--- src/common/fetch_consts.svh ---
/*
 * Fetch front-end constants
 * Address and instruction widths, cache line geometry,
 * boot address and fetch queue depth
 */

`ifndef FETCH_CONSTS_SVH
`define FETCH_CONSTS_SVH

// Datapath widths
`define FETCH_XLEN 32
`define FETCH_ILEN 32

// Cache line geometry, four words per line
`define FETCH_LINE_WORDS 4
`define FETCH_WORD_OFS 2
`define FETCH_LINE_OFS 2

// Reset PC
`define FETCH_BOOT_PC 32'h0000_1000

// Entries between fetch and decode, power of two
`define FETCH_QUEUE_DEPTH 4

`endif

--- src/common/fetch_pkg.sv ---
/*
 * Fetch front-end types
 * Address and instruction vectors, cache line and queue entry
 * structs, fetch controller states
 */

`include "fetch_consts.svh"

package fetch_pkg;

  // Plain vectors
  typedef logic [`FETCH_XLEN-1:0] xlen_t;
  typedef logic [`FETCH_ILEN-1:0] inst_t;
  // Word 0 of the line sits in the low bits
  typedef logic [`FETCH_LINE_WORDS*`FETCH_ILEN-1:0] line_data_t;

  // Line returned by the instruction cache
  typedef struct packed {
    xlen_t      pc;
    line_data_t data;
  } icache_out_t;

  // PC/instruction pair handed to decode
  typedef struct packed {
    xlen_t pc;
    inst_t instr;
  } fetch_entry_t;

  // Line request controller
  typedef enum logic [1:0] {FS_IDLE, FS_WAIT, FS_DROP} fetch_state_t;

endpackage

--- src/verilog/pc_gen.sv ---
/*
 * PC generator
 * Holds the fetch PC, steps one word per fetch and
 * takes the redirect target on a flush
 */

`timescale 1ns/10ps
`include "fetch_consts.svh"

module pc_gen (
  input  logic             clk_i,
  input  logic             rst_n_i,
  input  logic             flush_i,
  input  fetch_pkg::xlen_t flush_pc_i,
  input  logic             fetch_ready_i,
  output fetch_pkg::xlen_t pc_o
);

  // One instruction in bytes
  localparam fetch_pkg::xlen_t PC_STEP = fetch_pkg::xlen_t'(`FETCH_ILEN / 8);

  fetch_pkg::xlen_t pc_q;
  fetch_pkg::xlen_t pc_d;

  // ------------------------------
  // Next PC
  // ------------------------------
  always_comb begin
    pc_d = pc_q;
    // Redirect wins over a same-cycle fetch
    if (flush_i) begin
      pc_d = flush_pc_i;
    end else if (fetch_ready_i) begin
      pc_d = pc_q + PC_STEP;
    end
  end

  // PC register, boot address out of reset
  always_ff @(posedge clk_i or negedge rst_n_i) begin
    if (!rst_n_i) begin
      pc_q <= `FETCH_BOOT_PC;
    end else begin
      pc_q <= pc_d;
    end
  end

  assign pc_o = pc_q;

endmodule

--- src/ifu/fetch_controller.sv ---
/*
 * Fetch controller
 * Issues line requests on a miss, discards a response that
 * was overtaken by a flush, and strobes line capture and push
 */

`timescale 1ns/10ps

module fetch_controller (
  input  logic clk_i,
  input  logic rst_n_i,
  input  logic flush_i,
  input  logic hit_i,
  input  logic read_done_i,
  input  logic queue_ready_i,
  output logic read_req_o,
  output logic accept_o,
  output logic issue_o
);

  fetch_pkg::fetch_state_t state_q;
  fetch_pkg::fetch_state_t state_d;
  logic                    armed_q;

  // Keeps the request low through reset and the first cycle after
  always_ff @(posedge clk_i or negedge rst_n_i) begin
    if (!rst_n_i) begin
      armed_q <= 1'b0;
    end else begin
      armed_q <= 1'b1;
    end
  end

  // ------------------------------
  // Next state and outputs
  // ------------------------------
  always_comb begin
    state_d    = state_q;
    read_req_o = 1'b0;
    accept_o   = 1'b0;
    unique case (state_q)
      fetch_pkg::FS_IDLE: begin
        // Miss seen, request at once unless redirected
        read_req_o = armed_q & ~hit_i & ~flush_i;
        if (read_req_o) begin
          state_d = fetch_pkg::FS_WAIT;
        end
      end
      fetch_pkg::FS_WAIT: begin
        read_req_o = 1'b1;
        // Line is stale when the flush comes with it
        accept_o   = read_done_i & ~flush_i;
        if (read_done_i) begin
          state_d = fetch_pkg::FS_IDLE;
        end else if (flush_i) begin
          state_d = fetch_pkg::FS_DROP;
        end
      end
      fetch_pkg::FS_DROP: begin
        // Old request held until its done, then discarded
        read_req_o = 1'b1;
        if (read_done_i) begin
          state_d = fetch_pkg::FS_IDLE;
        end
      end
      default: begin
        state_d = fetch_pkg::FS_IDLE;
      end
    endcase
  end

  // Push on a hit or a fresh line, if the queue has room
  assign issue_o = (hit_i | accept_o) & queue_ready_i & ~flush_i;

  always_ff @(posedge clk_i or negedge rst_n_i) begin
    if (!rst_n_i) begin
      state_q <= fetch_pkg::FS_IDLE;
    end else begin
      state_q <= state_d;
    end
  end

endmodule

--- src/ifu/ifu.sv ---
/*
 * Instruction fetch unit
 * Holds the last cache line, checks whether the PC lies in it,
 * requests a new line on a miss and pushes the selected
 * instruction into the fetch queue
 */

`timescale 1ns/10ps
`include "fetch_consts.svh"

module ifu (
  input  logic                   clk_i,
  input  logic                   rst_n_i,
  input  logic                   flush_i,
  // PC generator side
  input  fetch_pkg::xlen_t       pc_i,
  output logic                   fetch_ready_o,
  // Instruction cache side
  input  fetch_pkg::icache_out_t cache_out_i,
  input  logic                   read_done_i,
  output logic                   read_req_o,
  output fetch_pkg::xlen_t       read_addr_o,
  // Fetch queue side
  input  logic                   queue_ready_i,
  output logic                   push_o,
  output fetch_pkg::fetch_entry_t push_entry_o
);

  // Lowest address bit of the line base
  localparam int unsigned LINE_LSB = `FETCH_WORD_OFS + `FETCH_LINE_OFS;

  fetch_pkg::icache_out_t line_q;
  logic                   line_valid_q;
  fetch_pkg::xlen_t       prev_pc_q;
  fetch_pkg::xlen_t       addr_src;
  fetch_pkg::line_data_t  sel_line;
  logic [`FETCH_LINE_OFS-1:0] word_idx;
  logic                   req_q;
  logic                   hit;
  logic                   accept;
  logic                   issue;

  // ------------------------------
  // Line register
  // ------------------------------
  always_ff @(posedge clk_i or negedge rst_n_i) begin
    if (!rst_n_i) begin
      line_valid_q <= 1'b0;
    end else if (flush_i) begin
      line_valid_q <= 1'b0;
    end else if (accept) begin
      line_valid_q <= 1'b1;
    end
  end

  // Payload only, qualified by line_valid_q
  always_ff @(posedge clk_i) begin
    if (accept) begin
      line_q <= cache_out_i;
    end
  end

  // ------------------------------
  // Previous PC and request address
  // ------------------------------
  // Request still open after this edge
  always_ff @(posedge clk_i or negedge rst_n_i) begin
    if (!rst_n_i) begin
      req_q <= 1'b0;
    end else begin
      req_q <= read_req_o & ~read_done_i;
    end
  end

  // Frozen while a request is open, so a flush cannot move the address
  always_ff @(posedge clk_i) begin
    if (!req_q) begin
      prev_pc_q <= pc_i;
    end
  end

  assign addr_src    = req_q ? prev_pc_q : pc_i;
  assign read_addr_o = {addr_src[`FETCH_XLEN-1:LINE_LSB], {LINE_LSB{1'b0}}};

  // Presence check on the line base bits
  assign hit = line_valid_q &
               (pc_i[`FETCH_XLEN-1:LINE_LSB] == line_q.pc[`FETCH_XLEN-1:LINE_LSB]);

  // ------------------------------
  // Fetch controller
  // ------------------------------
  fetch_controller u_fetch_controller (
    .clk_i         (clk_i),
    .rst_n_i       (rst_n_i),
    .flush_i       (flush_i),
    .hit_i         (hit),
    .read_done_i   (read_done_i),
    .queue_ready_i (queue_ready_i),
    .read_req_o    (read_req_o),
    .accept_o      (accept),
    .issue_o       (issue)
  );

  // Instruction select
  // Bypass the fresh line on the accept cycle
  assign sel_line = accept ? cache_out_i.data : line_q.data;
  assign word_idx = pc_i[LINE_LSB-1:`FETCH_WORD_OFS];

  assign push_o             = issue;
  assign push_entry_o.pc    = pc_i;
  assign push_entry_o.instr = sel_line[word_idx*`FETCH_ILEN +: `FETCH_ILEN];

  // PC advances exactly on a push
  assign fetch_ready_o = issue;

endmodule

--- src/verilog/fetch_queue.sv ---
/*
 * Fetch queue
 * Circular FIFO of PC/instruction pairs toward decode,
 * first word falls through from storage, flush empties it
 */

`timescale 1ns/10ps
`include "fetch_consts.svh"

module fetch_queue (
  input  logic                    clk_i,
  input  logic                    rst_n_i,
  input  logic                    flush_i,
  input  logic                    push_i,
  input  fetch_pkg::fetch_entry_t push_entry_i,
  output logic                    ready_o,
  output logic                    valid_o,
  output fetch_pkg::fetch_entry_t entry_o,
  input  logic                    pop_ready_i
);

  localparam int unsigned DEPTH = `FETCH_QUEUE_DEPTH;
  localparam int unsigned PTR_W = $clog2(DEPTH);
  localparam int unsigned CNT_W = $clog2(DEPTH + 1);

  fetch_pkg::fetch_entry_t mem_q [DEPTH];
  logic [PTR_W-1:0]        wr_ptr_q;
  logic [PTR_W-1:0]        rd_ptr_q;
  logic [CNT_W-1:0]        count_q;
  logic                    do_push;
  logic                    do_pop;

  // Handshakes
  assign ready_o = (count_q != CNT_W'(DEPTH));
  assign valid_o = (count_q != '0);
  assign do_push = push_i & ready_o;
  assign do_pop  = valid_o & pop_ready_i;
  assign entry_o = mem_q[rd_ptr_q];

  // Pointers wrap on their own with a power-of-two depth
  always_ff @(posedge clk_i or negedge rst_n_i) begin
    if (!rst_n_i) begin
      wr_ptr_q <= '0;
      rd_ptr_q <= '0;
      count_q  <= '0;
    end else if (flush_i) begin
      wr_ptr_q <= '0;
      rd_ptr_q <= '0;
      count_q  <= '0;
    end else begin
      if (do_push) begin
        wr_ptr_q <= wr_ptr_q + 1'b1;
      end
      if (do_pop) begin
        rd_ptr_q <= rd_ptr_q + 1'b1;
      end
      if (do_push && !do_pop) begin
        count_q <= count_q + 1'b1;
      end else if (!do_push && do_pop) begin
        count_q <= count_q - 1'b1;
      end
    end
  end

  // Storage
  always_ff @(posedge clk_i) begin
    if (do_push) begin
      mem_q[wr_ptr_q] <= push_entry_i;
    end
  end

endmodule

--- src/verilog/fetch_top.sv ---
/*
 * Fetch front end top level
 * PC generator, fetch unit and fetch queue in a chain
 */

`timescale 1ns/10ps

module fetch_top (
  input  logic                    clk_i,
  input  logic                    rst_n_i,
  // Redirect
  input  logic                    flush_i,
  input  fetch_pkg::xlen_t        flush_pc_i,
  // Instruction cache
  output logic                    read_req_o,
  output fetch_pkg::xlen_t        read_addr_o,
  input  fetch_pkg::icache_out_t  cache_out_i,
  input  logic                    read_done_i,
  // Decode
  output logic                    dec_valid_o,
  output fetch_pkg::fetch_entry_t dec_entry_o,
  input  logic                    dec_ready_i
);

  fetch_pkg::xlen_t        pc;
  logic                    fetch_ready;
  logic                    push;
  fetch_pkg::fetch_entry_t push_entry;
  logic                    queue_ready;

  // ------------------------------
  // PC generator
  // ------------------------------
  pc_gen u_pc_gen (
    .clk_i         (clk_i),
    .rst_n_i       (rst_n_i),
    .flush_i       (flush_i),
    .flush_pc_i    (flush_pc_i),
    .fetch_ready_i (fetch_ready),
    .pc_o          (pc)
  );

  // Fetch unit
  ifu u_ifu (
    .clk_i         (clk_i),
    .rst_n_i       (rst_n_i),
    .flush_i       (flush_i),
    .pc_i          (pc),
    .fetch_ready_o (fetch_ready),
    .cache_out_i   (cache_out_i),
    .read_done_i   (read_done_i),
    .read_req_o    (read_req_o),
    .read_addr_o   (read_addr_o),
    .queue_ready_i (queue_ready),
    .push_o        (push),
    .push_entry_o  (push_entry)
  );

  // Queue toward decode
  fetch_queue u_fetch_queue (
    .clk_i        (clk_i),
    .rst_n_i      (rst_n_i),
    .flush_i      (flush_i),
    .push_i       (push),
    .push_entry_i (push_entry),
    .ready_o      (queue_ready),
    .valid_o      (dec_valid_o),
    .entry_o      (dec_entry_o),
    .pop_ready_i  (dec_ready_i)
  );

endmodule

--- config.mk ---
export PLATFORM = sky130hd
export DESIGN_NAME = fetch_top
export DESIGN_NICKNAME = d
export VERILOG_FILES = /design/src/common/fetch_pkg.sv /design/src/verilog/pc_gen.sv /design/src/ifu/fetch_controller.sv /design/src/ifu/ifu.sv /design/src/verilog/fetch_queue.sv /design/src/verilog/fetch_top.sv
export VERILOG_INCLUDE_DIRS = /design/src /design/src/common
export SDC_FILE = /design/constraint.sdc
export NUM_CORES = 1
export LEC_CHECK = 0
export BUFFER_PORTS_ARGS = -buffer_cell sky130_fd_sc_hd__buf_4
export CAP_MARGIN = 5
export CORE_MARGIN = 2
export CORE_UTILIZATION = 30
export CTS_BUF_LIST = sky130_fd_sc_hd__clkbuf_16
export CTS_CLUSTER_SIZE = 25
export DETAILED_ROUTE_END_ITERATION = 10
export SLEW_MARGIN = 20
export SYNTH_ARGS = -nofsm -noshare
export SYNTH_HDL_FRONTEND = slang
export SYNTH_SLANG_ARGS = --single-unit
--- constraint.sdc ---
create_clock -name clk_i -period 8.5 [get_ports clk_i]
set_input_delay 1.7 -clock clk_i [delete_from_list [all_inputs] [get_ports clk_i]]
set_output_delay 1.7 -clock clk_i [all_outputs]
set_load 0.03 [all_outputs]
==> impl_metrics.yaml <==
status:
  status: "completed"
worst_setup_path:
  critPathMaxFanout: 10
  path_cells: "xnor2_1 -> nand4_1 -> or4_1 -> or3_1 -> a41oi_1 -> nor2_1 -> buf_4"
  critPathMaxStageDelay_ns: 0.63
  cp_slowest_cell: "or4_1"
  required_ns: 6.80
  critPathKind: "reg2out"
  cp_top_family: "simple AND/OR/NAND/NOR gates"
  cp-start-kind: "flop"
  arrival_ns: 3.37
  crit_buf_inv: 1
  endpoint_kind: "output pin"
timing:
  period_share: 0.596
  rsz0062_at_grt: "false"
  fin_crit_ns: 5.07
  fin_worst_skew_ns: 0.0227
  setup_tns_ns: 0
  max_slew_margin: 0.397
  fmax_mhz: 197
  worst_slew_pin_slew_ns: 0.904
  finalHoldViolations: 0
  slew_violations: 0
  setup_viol_count_final: 0
yosys:
  synthTopCellsByArea: "edfxtp_1, mux4_2, dfrtp_1"
  synth_edf_count: 412
  synth_area_per_cell_um2: 19.8
  synth_seq_cells: 484
  async_reset_ff_frac: 0.0909
  synth_commonest_cells: "edfxtp_1, mux4_2, mux2_2, dfrtp_1, nand2_1"
  netlist.top_cell.by_area: "edfxtp_1"
  synth_ff_type: "edfxtp_1"
  synth-seq-area-share: 0.712
  synth_area_um2: 19700
  yosysMostFrequentCell: "edfxtp_1"
  syn_inst: 995
  synth_top_area_frac: 0.628
  netlist-cell-type-count: 48
  yosysWarningCount: 0
placement:
  port_buffers: 286
  dp.cells: 2095
  routabilityCongestion: 0.744
  dp_hpwl_um: 30600
grt:
  grt_pass1_vias: 11144
  grt.busiest_layer: "met2"
  grt_util_met2: 0.233
  use_met3: 0.0288
  grt-ovfl-total: 0
  met1_usage: 0.188
  grt_max_degree: 101
  antenna_found_initial: 0
  grt_pass1_wl_um: 71500
  grt_usage: 0.142
cells_and_area:
  nNetsFinal: 1502
  fin_cells: 2197
  syn2layout_area_growth_pct: 24.3
  utilization: 0.379
  final_layout_size_suffix_gt1_frac: 0.456
cts:
  post_cts_buffers: 0
  postCtsHoldBufs: 0
  clk_path_buf_depth: 3
  cts_tree: "built"
  ctsRootBufferMaster: "clkbuf_16"
  cts_buffers: 53
  htreeDepth: 2
  cts_resized: 0
  insertion_delay_ns: 0.60
  path_clk_slew_ns: 0.06
  cts.sinks: 484
route:
  detailedRoute.firstIterationViolations: 727
  drc: 0
  routed_via_density: 4.75
  totalWireLength_um: 47700
  via_count: 10429
  wl_per_cell_um: 21.7
  drtPass1Iterations: 5
  ant_nets: 0
worst_hold_path:
  hold_class: "reg2reg"
floorplanning:
  ios: 295
  core-area_um2: 64700
  die_w_um: 260
  start_util: 0.305
  dieArea_um2: 67800
  die_y_um: 260
  row_count: 93
power_and_ir_drop:
  p_per_area_nw_per_um2: 278
  p_total_w: 0.00681
  power_leakage_nw: 8.32
  ir_drop_uv: 183
job:
  maxCapViolCount: 0
## cell type report
type,instances,area [um2]
clock buffer,55,1380
inverter,10,45.0
antenna,3,7.51
clock inverter,44,288
tap,855,1070
sequential,484,14000
timing repair buffer,302,2280
multi-input combinational,444,5380
fill,6034,40200
## registers in the layout (all words and copies together) (netlist names)
register / cells
u_fetch_queue.count_q: 3
u_fetch_queue.mem_q: 256
u_fetch_queue.rd_ptr_q: 2
u_fetch_queue.wr_ptr_q: 2
u_ifu.line_q: 156
u_ifu.line_valid_q: 1
u_ifu.prev_pc_q: 28
u_ifu.req_q: 1
u_ifu.u_fetch_controller.armed_q: 1
u_ifu.u_fetch_controller.state_q: 2
u_pc_gen.pc_o: 32
## cells in the final DEF (no fill, tap or decap), types with 16 or more instances in the layout
| cell type | instances |
|---|---|
| buf_4 | 301 |
| nand2_1 | 38 |
| mux4_2 | 128 |
| xor2_1 | 22 |
| edfxtp_1 | 412 |
| o21ai_0 | 16 |
| inv_1 | 19 |
| dfxtp_1 | 28 |
| mux2_2 | 69 |
| dfrtp_1 | 39 |
| xnor2_1 | 36 |
| clkbuf_16 | 55 |
## worst register-to-register path: stages, from the launching register on
cell	delay (ns)
dfrtp_1	0.56
xnor2_1	0.40
nand4_1	0.14
or4_1	0.63
o31a_1	0.37
nor3_1	0.37
and2_4	0.55
buf_4	0.70
## cells by family (layout without fill, tap and decap cells)
| kind of cell | after synthesis | after routing | share of synthesized area |
|---|---|---|---|
| buffers and inverters | 70 | 411 | 0.0157 |
| flip-flops | 484 | 484 | 0.712 |
| other | 2 | 8 | 0.000381 |
| AO/OA/AOI/OAI | 36 | 36 | 0.0105 |
| adder cells (fa/ha/maj) | 10 | 10 | 0.00673 |
| multiplexers | 200 | 200 | 0.187 |
| XOR/XNOR | 59 | 59 | 0.0266 |
| AND/OR/NAND/NOR | 134 | 134 | 0.0406 |
## worst paths after layout
kind	startpoint	to	slack (ns)	cells after the start
setup / recovery	u_pc_gen.pc_o[11]	read_req_o	3.43	7
hold / removal	u_ifu.prev_pc_q[25]	u_ifu.prev_pc_q[25]	0.47	1
setup reg to reg	u_pc_gen.pc_o[11]	u_fetch_queue.mem_q[3][42]	4.38	7
hold reg to reg	u_ifu.prev_pc_q[25]	u_ifu.prev_pc_q[25]	0.47	1
max in group asynchronous	rst_n_i	u_pc_gen.pc_o[2]	6.85	1
min in group asynchronous	rst_n_i	u_pc_gen.pc_o[10]	1.14	1
## where the power goes
group          internal (W)  switching [W]
clock network       0.00124       0.000957
registers           0.00283       0.000157
logic              0.000725       0.000912
## routing by layer
layer | routed length (um) | share of wire
met1 | 20400 | 0.43
met2 | 23600 | 0.49
met3 | 2510 | 0.053
met4 | 1260 | 0.026
met5 | 0 | 0
## metrics by stage
stage / hold slack (ns) / cell area, um2 / setup slack [ns]
after floorplan: 0.454 / 19700 / 2.79
after global placement: 0.461 / 22800 / 3.41
after detailed placement: 0.461 / 22800 / 3.42
after CTS: 0.476 / 24500 / 3.35
after global routing: 0.490 / 24500 / 3.17
final: 0.475 / 24500 / 3.43
Power figures use the tool's default switching activity.
